### src/design/sa_defs.svh
`ifndef SA_DEFS_SVH
`define SA_DEFS_SVH

////////////////////
// array geometry
////////////////////

`define SA_ROWS 4
`define SA_COLS 4

////////////////////
// data widths
////////////////////

`define SA_I_W 8
`define SA_F_W 8
// longest transfer distance plus one
`define SA_LEN_TR 4
`define SA_TR_SEL_W 2
// room for four full-scale products
`define SA_ACC_W 18
`define SA_LOAD_CNT_W 3

`endif

### src/design/sa_pkg.sv
`include "sa_defs.svh"

package sa_pkg;

        // operand types
        typedef logic signed [`SA_I_W-1:0] feature_t;
        typedef logic signed [`SA_F_W-1:0] weight_t;

        // full product of one element
        typedef logic signed [`SA_I_W+`SA_F_W-1:0] prod_t;

        // column sum, wider than a product
        typedef logic signed [`SA_ACC_W-1:0] acc_t;

        typedef logic [`SA_TR_SEL_W-1:0] tr_sel_t;
        typedef logic [`SA_LOAD_CNT_W-1:0] load_cnt_t;

        // control FSM states
        typedef enum logic [1:0] {
                SA_IDLE,
                SA_LOAD,
                SA_READY,
                SA_RUN
        } sa_state_e;

endpackage

### src/design/sa_column_adder.sv
`timescale 1ns/1ps
`include "sa_defs.svh"

module sa_column_adder
        import sa_pkg::*;
(
        input  logic  clk_i,
        input  logic  rst_n_i,
        input  logic  cfg_ld_i,
        input  logic  sum_en_i,
        input  logic  row_en_i [`SA_ROWS],
        input  prod_t tr_i [`SA_ROWS][`SA_COLS],
        output acc_t  result_o [`SA_COLS]
);

        logic row_en_q [`SA_ROWS];
        acc_t node [`SA_ROWS][`SA_COLS];

        always_ff @(posedge clk_i or negedge rst_n_i) begin
                if (!rst_n_i) begin
                        for (int r = 0; r < `SA_ROWS; r++) begin
                                row_en_q[r] <= 1'b0;
                        end
                end else if (cfg_ld_i) begin
                        for (int r = 0; r < `SA_ROWS; r++) begin
                                row_en_q[r] <= row_en_i[r];
                        end
                end
        end

        ////////////////////
        // vertical nodes
        ////////////////////

        // each node adds its row's term to the sum from above
        genvar r, c;
        generate
                for (c = 0; c < `SA_COLS; c = c + 1) begin : g_col
                        for (r = 0; r < `SA_ROWS; r = r + 1) begin : g_row
                                acc_t term;

                                // sign extended product, dropped for a disabled row
                                assign term = row_en_q[r] ? acc_t'(tr_i[r][c]) : '0;

                                if (r == 0) begin : g_top
                                        assign node[r][c] = term;
                                end else begin : g_below
                                        assign node[r][c] = node[r-1][c] + term;
                                end
                        end
                end
        endgenerate

        // bottom node of each column is the result
        always_ff @(posedge clk_i or negedge rst_n_i) begin
                if (!rst_n_i) begin
                        for (int k = 0; k < `SA_COLS; k++) begin
                                result_o[k] <= '0;
                        end
                end else if (sum_en_i) begin
                        for (int k = 0; k < `SA_COLS; k++) begin
                                result_o[k] <= node[`SA_ROWS-1][k];
                        end
                end
        end

endmodule

### src/design/sa_ctrl.sv
`timescale 1ns/1ps
`include "sa_defs.svh"

module sa_ctrl
        import sa_pkg::*;
(
        input  logic clk_i,
        input  logic rst_n_i,
        input  logic load_i,
        input  logic start_op_i,
        input  logic feature_valid_i,
        output logic w_shift_o,
        output logic prod_en_o,
        output logic cfg_ld_o,
        output logic sum_en_o,
        output logic result_valid_o,
        output logic weights_ready_o
);

        // count value seen just before the last load of a set
        localparam load_cnt_t LAST_LOAD = load_cnt_t'(`SA_COLS - 1);

        sa_state_e state_q;
        sa_state_e state_d;
        load_cnt_t load_cnt_q;
        load_cnt_t load_cnt_d;

        ////////////////////
        // acceptance strobes
        ////////////////////

        // every load shifts the weight chains
        assign w_shift_o = load_i;

        // a load in the same cycle takes priority over start
        assign cfg_ld_o = start_op_i && !load_i && (state_q == SA_READY);

        // features only count while running
        assign prod_en_o = feature_valid_i && (state_q == SA_RUN);

        assign weights_ready_o = (state_q == SA_READY) || (state_q == SA_RUN);

        ////////////////////
        // state machine
        ////////////////////

        always_comb begin
                state_d    = state_q;
                load_cnt_d = load_cnt_q;
                if (load_i) begin
                        if (state_q == SA_LOAD) begin
                                load_cnt_d = load_cnt_q + 1'b1;
                                if (load_cnt_q == LAST_LOAD) begin
                                        state_d = SA_READY;
                                end
                        end else begin
                                // new weight set, a run in progress is dropped
                                load_cnt_d = load_cnt_t'(1);
                                state_d    = (LAST_LOAD == '0) ? SA_READY : SA_LOAD;
                        end
                end else if (cfg_ld_o) begin
                        state_d = SA_RUN;
                end
        end

        always_ff @(posedge clk_i or negedge rst_n_i) begin
                if (!rst_n_i) begin
                        state_q    <= SA_IDLE;
                        load_cnt_q <= '0;
                end else begin
                        state_q    <= state_d;
                        load_cnt_q <= load_cnt_d;
                end
        end

        ////////////////////
        // valid pipeline
        ////////////////////

        // product stage, then sum stage, then result pulse
        always_ff @(posedge clk_i or negedge rst_n_i) begin
                if (!rst_n_i) begin
                        sum_en_o       <= 1'b0;
                        result_valid_o <= 1'b0;
                end else begin
                        sum_en_o       <= prod_en_o;
                        result_valid_o <= sum_en_o;
                end
        end

endmodule

### src/design/sa_pe_row.sv
`timescale 1ns/1ps
`include "sa_defs.svh"

module sa_pe_row
        import sa_pkg::*;
(
        input  logic     clk_i,
        input  logic     rst_n_i,
        input  logic     w_shift_i,
        input  logic     prod_en_i,
        input  weight_t  weight_i,
        input  feature_t feature_i,
        output prod_t    prod_o [`SA_COLS]
);

        weight_t w_q [`SA_COLS];

        ////////////////////
        // weight shift chain
        ////////////////////

        // new weight enters column 0, older ones move right
        always_ff @(posedge clk_i or negedge rst_n_i) begin
                if (!rst_n_i) begin
                        for (int c = 0; c < `SA_COLS; c++) begin
                                w_q[c] <= '0;
                        end
                end else if (w_shift_i) begin
                        w_q[0] <= weight_i;
                        for (int c = 1; c < `SA_COLS; c++) begin
                                w_q[c] <= w_q[c-1];
                        end
                end
        end

        ////////////////////
        // multipliers
        ////////////////////

        // feature is broadcast along the row
        // products hold when no feature arrives
        always_ff @(posedge clk_i or negedge rst_n_i) begin
                if (!rst_n_i) begin
                        for (int c = 0; c < `SA_COLS; c++) begin
                                prod_o[c] <= '0;
                        end
                end else if (prod_en_i) begin
                        for (int c = 0; c < `SA_COLS; c++) begin
                                prod_o[c] <= w_q[c] * feature_i;
                        end
                end
        end

endmodule

### src/design/sa_top.sv
`timescale 1ns/1ps
`include "sa_defs.svh"

module sa_top
        import sa_pkg::*;
(
        input  logic     clk_i,
        input  logic     rst_n_i,

        // weight loading
        input  logic     load_i,
        input  weight_t  weight_i [`SA_ROWS],

        // run configuration
        input  logic     start_op_i,
        input  tr_sel_t  tr_sel_i [`SA_ROWS],
        input  logic     row_en_i [`SA_ROWS],

        // feature stream
        input  logic     feature_valid_i,
        input  feature_t feature_i [`SA_ROWS],

        output logic     weights_ready_o,
        output logic     result_valid_o,
        output acc_t     result_o [`SA_COLS]
);

        logic w_shift;
        logic prod_en;
        logic cfg_ld;
        logic sum_en;

        // products straight from the elements
        prod_t prod [`SA_ROWS][`SA_COLS];
        // products after the transfer selectors
        prod_t tr [`SA_ROWS][`SA_COLS];

        ////////////////////
        // control
        ////////////////////

        sa_ctrl u_ctrl (
                .clk_i           (clk_i),
                .rst_n_i         (rst_n_i),
                .load_i          (load_i),
                .start_op_i      (start_op_i),
                .feature_valid_i (feature_valid_i),
                .w_shift_o       (w_shift),
                .prod_en_o       (prod_en),
                .cfg_ld_o        (cfg_ld),
                .sum_en_o        (sum_en),
                .result_valid_o  (result_valid_o),
                .weights_ready_o (weights_ready_o)
        );

        ////////////////////
        // array rows
        ////////////////////

        genvar r;
        generate
                for (r = 0; r < `SA_ROWS; r = r + 1) begin : g_row
                        sa_pe_row u_pe_row (
                                .clk_i     (clk_i),
                                .rst_n_i   (rst_n_i),
                                .w_shift_i (w_shift),
                                .prod_en_i (prod_en),
                                .weight_i  (weight_i[r]),
                                .feature_i (feature_i[r]),
                                .prod_o    (prod[r])
                        );

                        sa_transfer_mux u_tr_mux (
                                .clk_i    (clk_i),
                                .rst_n_i  (rst_n_i),
                                .cfg_ld_i (cfg_ld),
                                .tr_sel_i (tr_sel_i[r]),
                                .prod_i   (prod[r]),
                                .tr_o     (tr[r])
                        );
                end
        endgenerate

        // sums all rows per column
        sa_column_adder u_col_add (
                .clk_i    (clk_i),
                .rst_n_i  (rst_n_i),
                .cfg_ld_i (cfg_ld),
                .sum_en_i (sum_en),
                .row_en_i (row_en_i),
                .tr_i     (tr),
                .result_o (result_o)
        );

endmodule

### src/design/sa_transfer_mux.sv
`timescale 1ns/1ps
`include "sa_defs.svh"

module sa_transfer_mux
        import sa_pkg::*;
(
        input  logic    clk_i,
        input  logic    rst_n_i,
        input  logic    cfg_ld_i,
        input  tr_sel_t tr_sel_i,
        input  prod_t   prod_i [`SA_COLS],
        output prod_t   tr_o [`SA_COLS]
);

        // transfer distance k for this row
        tr_sel_t tr_sel_q;

        always_ff @(posedge clk_i or negedge rst_n_i) begin
                if (!rst_n_i) begin
                        tr_sel_q <= '0;
                end else if (cfg_ld_i) begin
                        tr_sel_q <= tr_sel_i;
                end
        end

        ////////////////////
        // column selectors
        ////////////////////

        // column c takes the product of column c-k
        // left columns see fewer sources, zero when k > c
        genvar c;
        generate
                for (c = 0; c < `SA_COLS; c = c + 1) begin : g_col
                        localparam int N_IN = (c < `SA_LEN_TR) ? c + 1 : `SA_LEN_TR;

                        prod_t sel;

                        always_comb begin
                                sel = '0;
                                for (int k = 0; k < N_IN; k++) begin
                                        if (tr_sel_q == tr_sel_t'(k)) begin
                                                sel = prod_i[c-k];
                                        end
                                end
                        end

                        assign tr_o[c] = sel;
                end
        endgenerate

endmodule

### config.mk
export PLATFORM = sky130hd
export DESIGN_NAME = sa_top
export DESIGN_NICKNAME = d
export VERILOG_FILES = /design/src/design/sa_pkg.sv /design/src/design/sa_column_adder.sv /design/src/design/sa_ctrl.sv /design/src/design/sa_pe_row.sv /design/src/design/sa_top.sv /design/src/design/sa_transfer_mux.sv
export VERILOG_INCLUDE_DIRS = /design/src /design/src/design
export SDC_FILE = /design/constraint.sdc
export NUM_CORES = 2
export LEC_CHECK = 0
export BUFFER_PORTS_ARGS = -buffer_cell sky130_fd_sc_hd__buf_2
export CORE_ASPECT_RATIO = 0.7
export CORE_MARGIN = 3
export CORE_UTILIZATION = 63
export CTS_CLUSTER_SIZE = 14
export DETAILED_ROUTE_END_ITERATION = 7
export GPL_ROUTABILITY_DRIVEN = 0
export PLACE_DENSITY_LB_ADDON = 0.08
export SLEW_MARGIN = 20
export SYNTH_ARGS = -nofsm -noshare
export SYNTH_HDL_FRONTEND = slang
export SYNTH_SLANG_ARGS = --single-unit
### constraint.sdc
create_clock -name clk_i -period 5 [get_ports clk_i]
set_input_delay 1 -clock clk_i [delete_from_list [all_inputs] [get_ports clk_i]]
set_output_delay 1 -clock clk_i [all_outputs]
set_load 0.02 [all_outputs]
Yosys cells after proc, flatten, opt, wreduce, memory -nomap -nowiden
Index checks and enable logic that the tools add are counted.
- equality and inequality tests: 17
- add/subtract/negate cells: 13
- muxes and demuxes: 61
- $mul: 16
- reduce and logical (&&, ||, !) cells: 11
- operators by type and width (kind ; number):
    $mux 16 ; 40
    $mux 18 ; 16
    $mul 8x8->16 ; 16
    $add 18x18->18 ; 12
    $eq 2x2->1 const B ; 10
    $eq 2x1->1 const B ; 5
    $logic_not 2->1 ; 4
    $mux 2 ; 4
    $add 3x1->3 const B ; 1
    $eq 3x2->1 const B ; 1
    $logic_and 1x1->1 ; 3
    $mux 3 ; 1
    $ne 3x3->1 const B ; 1
    $reduce_and 2->1 ; 1
    $reduce_bool 2->1 ; 1
    $logic_not 1->1 ; 1
    $logic_or 1x1->1 ; 1
- register bits after elaboration: 475
- word-level logic and storage cells: 166
- input port bits: 81
- output and inout bits: 74

Logic depth before layout (Yosys ltp)
- depth in word-level cells: 9
- depth in mapped cells: 20
- depth with buffers taken out: 19

By module
From an unflattened synthesis, not the netlist that was laid out.
- cells, all modules: 7287
- area total of the unflattened synthesis: 70133.5 sq um
- by module, submodules not included (module ; seq. area each (sq um) ; cells an instance ; instances ; area each (sq um)):
    sa_pe_row (g_row[1].u_pe_row) ; 2402.3 ; 1370 ; 1 ; 13606.8
    sa_pe_row (g_row[0].u_pe_row) ; 2402.3 ; 1375 ; 1 ; 13598.0
    sa_pe_row (g_row[2].u_pe_row) ; 2402.3 ; 1369 ; 1 ; 13583.0
    sa_pe_row (g_row[3].u_pe_row) ; 2402.3 ; 1369 ; 1 ; 13570.5
    sa_column_adder ; 1901.8 ; 1245 ; 1 ; 10766.6
    sa_transfer_mux ; 50.0 ; 133 ; 4 ; 1172.4
    sa_ctrl ; 175.2 ; 27 ; 1 ; 319.1

Worst setup path after synthesis
Ideal clock, no wire load.
- path kind: input -> register
- from: in feature_i[23] (netlist bit)
- to: reg g_row[1].u_pe_row.prod_o[62] (netlist bit)
- stages: 16
- slack: -336 ps
- data arrival time: 5216 ps
- buffers on the path: 1
- data required time: 4880 ps
- library setup time: 120 ps
- path through: inv_1 buf_1 fa_1 fa_1 inv_1 fa_1 inv_1 fa_1 inv_1 ha_1 o21ai_1 a21oi_1 o31a_1 o211a_1 or3_1 a31o_1
- cells in the longest elaborated chain, start to end: 1
- ends and longest elaborated chain (item ; line ; text):
    from (decl) ; sa_top.sv:21 ; input feature_t feature_i [`SA_ROWS],
    $mul 8x8->16 ; sa_pe_row.sv:49 ; prod_o[c] <= w_q[c] * feature_i;
    to (signal, indexed assignment) ; sa_pe_row.sv:49 ;
    to (decl) ; sa_pe_row.sv:13 ; output prod_t prod_o [`SA_COLS]
Every way passes these cells.
A chain may end at the register's enable or synchronous reset.

Worst setup path after layout
- from: in feature_i[2] (netlist bit)
- to: reg g_row[3].u_pe_row.prod_o[26] (netlist bit)
- cells in the longest elaborated chain, start to end: 1
- ends and longest elaborated chain (item ; line):
    $mul 8x8->16 ; sa_pe_row.sv:49
    to (signal, indexed assignment) ; sa_pe_row.sv:49
    to (decl) ; sa_pe_row.sv:13
Every way passes these cells.

==> metrics.md <==
| Metric | Value |
|---|---|
| Final Cycle Share | `97.1%` |
| Startpoint types | `input pin` |
| FF+latch count, synth | `475` |
| Mux cell area share after synthesis | `6.40%` |
| Drc violations | `38` |
| Final setup fails | `0` |
| Status | `complete, but fails checks` |
| Yosys top cell area share | `30.1%` |
| Data arrival, critical path | `5.48 ns` |
| Total track usage | `35.4%` |
| Post-Synthesis Cells | `7278` |
| EDFF count, synth | `0` |
| Slowest cell on crit path | `fa_1` |
| DR vias | `53242` |
| Post-synth ARST share | `100%` |
| TritonRoute pass-1 iters | `8` |
| # rows | `between 90 and 100` |
| Routed wire length | `191000 um` |
| Final Hold Vio Count | `0` |
| Critical Path RT | `5.63 ns` |
| CP endpoint kind | `flip-flop` |
| Via density | `5.72` |
| Max incr delay on CP | `0.50 ns` |
| Min-delay worst type | `in2async` |
| CTS Buf Count | `between 50 and 60` |
| Synthesized cell area | `slightly below 0.07 sq mm` |
| Synth area leader | `fa_1` |
| RSZ-0062 raised after global routing | `true` |
| Largest net degree at the start of global routing | `166` |
| Root buffer cell | `clkbuf_16` |
| Cells on worst reg2reg path | `17` |
| Reg-to-reg critical path endpoint | `u_col_add.result_o[51]` |
| Synth Area in XOR/XNOR | `under 10%` |
| Chip height | `280 um` |
| Layout cell share with drive strength beyond 1 | `15.2%` |
| Clock Latency Late Sink | `about 0.7 ns` |
| Largest family of logic cells by synthesized area | `adder cells` |
| Failing checks | `DRC` |
| Crit-path max FO | `10` |
| Fin Clk Skew | `0.0361 ns` |
| Post-synthesis compound-gate area fraction | `7.86%` |
| Synth warn | `0` |
| Antenna violations before repair | `3` |
| Least-Margin Pin Slew | `1.15 ns` |
| Crit path launch | `feature_i[2]` |
| CTS Hold Bufs | `0` |
| Slack of the worst reg-to-reg path | `0.16 ns` |
| Drt wl/cell | `20.6 um` |
| Crit Path Category | `in2reg` |
| Layout net count | `9474` |
| Cell chain of the critical path | `buf_2, buf_4, buf_4, and2_1, ha_1, inv_1, fa_1, inv_1, ha_1, inv_1, fa_1, inv_1, ha_1, inv_1, fa_1, nor2b_1, o21ai_1, a21oi_1, buf_4, o21ai_0, a211oi_2, buf_4, a21o_1` |
| Initial Util | `between 60 and 70%` |
| Syn_area_per_cell | `9.26 sq um` |
| Post-CTS setup buffer count | `0` |
| CP dominant cell by count | `inv_1` |
| Synth top cells by count | `inv_1, fa_1, nand2_1` |
| Clock Path Buffers | `3` |
| Final Slew Violations | `0` |
| CP Capture Point | `g_row[3].u_pe_row.prod_o[26]` |
| Synth Area in Adders | `40.0%` |
| Post-synthesis cell type count | `70` |
| CORE AREA | `approximately 0.11 sq mm` |
| Count leader, synth | `inv_1` |
| Fmax | `0.206 GHz` |
| CTS tree | `done` |
| Number of global-route vias before repair | `approximately 55000` |
| Seq/Total Area, Yosys | `17.6%` |
| DP HPWL | `approximately 160000 um` |
| Clock Sinks | `approximately 480` |
| Critical R2R Launch | `g_row[3].u_tr_mux.tr_sel_q[0]` |
| Reg clk slew, reported paths | `0.06 ns` |
| Ys flop type | `dfrtp_1` |
| Simple-gate portion of the synthesized area | `16.2%` |
| Area of the die | `0.111 sq mm` |
| Syn_nets | `8905` |
| Gr ovfl total | `0` |
| # IOs | `155` |
| P&R area growth vs syn | `13.0%` |
| Post-route ant nets | `0` |
| Port Buffer Count | `154` |
| Die extent in x | `397 um` |
| 1st-iter DRT viols | `5402` |
| First-pass GRT wire length | `307000 um` |
| Core Util, Final | `72.4%` |
| Tmin final | `4.86 ns` |
| H-tree lvl count | `2` |
| Number of max-cap violations | `0` |
| Largest cells by area after synthesis | `fa_1, dfrtp_1, ha_1, inv_1, and2_1` |
| Worst slew margin | `23.6%` |
critical path: cells and delay by family:
kind                       cells  cell delay [ns]
adders and majority gates      6             2.04
and+or+nand+nor                2             0.34
AOI/OAI and AO/OA              5             0.87
buffers and inverters         10             1.23
routing by layer:
metal  share of wire, %  vias up  track usage [%]  routed length (um)
li1                   -    23995                -                   -
met1                 43    26376             51.4               82100
met2                 41     2441             50.8               79200
met3                 12      418             11.9               23400
met4                3.4       12             9.63                6470
met5               0.15        -            0.553                 281
registers in the layout, indices dropped and copies added, names as in the netlist:
register / flops
u_ctrl.sum_en_o: 1
g_row.u_tr_mux.tr_sel_q: 8
u_ctrl.state_q: 2
g_row.u_pe_row.w_q: 128
u_ctrl.load_cnt_q: 3
u_col_add.row_en_q: 4
u_ctrl.result_valid_o: 1
g_row.u_pe_row.prod_o: 256
u_col_add.result_o: 72
cells by family (layout without fill, tap and decap cells):
kind of cell,count (synthesis),count (layout)
AOI/OAI and AO/OA,831,831
other,0,1
buffers and inverters,1617,2233
muxes,366,366
DFF,475,475
xor gates and xnor gates,223,223
and+or+nand+nor,2220,2220
adders and majority gates,1546,1546
layout by cell type (no fill, tap or decap), drive strengths merged, types with 174 or more instances in the layout:
cell type	instances
inv	1293
a21oi	174
o21ai	254
fa	1012
dfrtp	475
buf	832
nor2	234
and2	664
ha	534
mux2	200
nand2	933
cell type report:
class | count | area, sq um
Multi-Input combinational cell | 5186 | 49500
Fill cell | 8072 | 29000
Sequential cell | 475 | 11900
Timing Repair Buffer | 834 | 6210
Inverter | 1295 | 4860
Tap cell | 1414 | 1770
Clock buffer | 71 | 1550
Clock inverter | 33 | 330
Antenna cell | 1 | 2.50
repair_timing:
| item | CTS | global route |
|---|---|---|
| resized for setup | 1 | 12 |
| cloned | 0 | 0 |
| setup endpoints to repair | 1 | 16 |
worst min path at each step:
stage	slack (ns)	depth (start not counted)	endpoint
3_5_place_dp	0.47	2	g_row[0].u_pe_row.prod_o[1]
4_1_cts	0.43	1	g_row[0].u_pe_row.prod_o[13]
3_3_place_gp	0.46	2	g_row[3].u_pe_row.prod_o[0]
6_report	0.38	1	g_row[0].u_pe_row.prod_o[13]
2_1_floorplan	0.39	0	u_ctrl.result_valid_o
5_1_grt	0.46	1	g_row[0].u_pe_row.prod_o[13]
through the flow:
step                setup slack (ns)  hold slack, ns  instance area [sq um]  instances  setup TNS (ns)
CTS                           0.0425           0.427                  76100       9308               0
detailed placement            -0.857           0.469                  74200       9204          -24.29
global placement              -0.828           0.461                  74200       9204          -17.00
finish                         0.143           0.377                  76100       9309               0
floorplan                    -0.0865           0.392                  67400       7278         -0.0865
global route                 -0.0631           0.458                  76100       9308         -0.0631
Power is left out: the tool's default activity adds up to more than one toggle a clock period on the data nets, which glitch-free logic cannot reach.
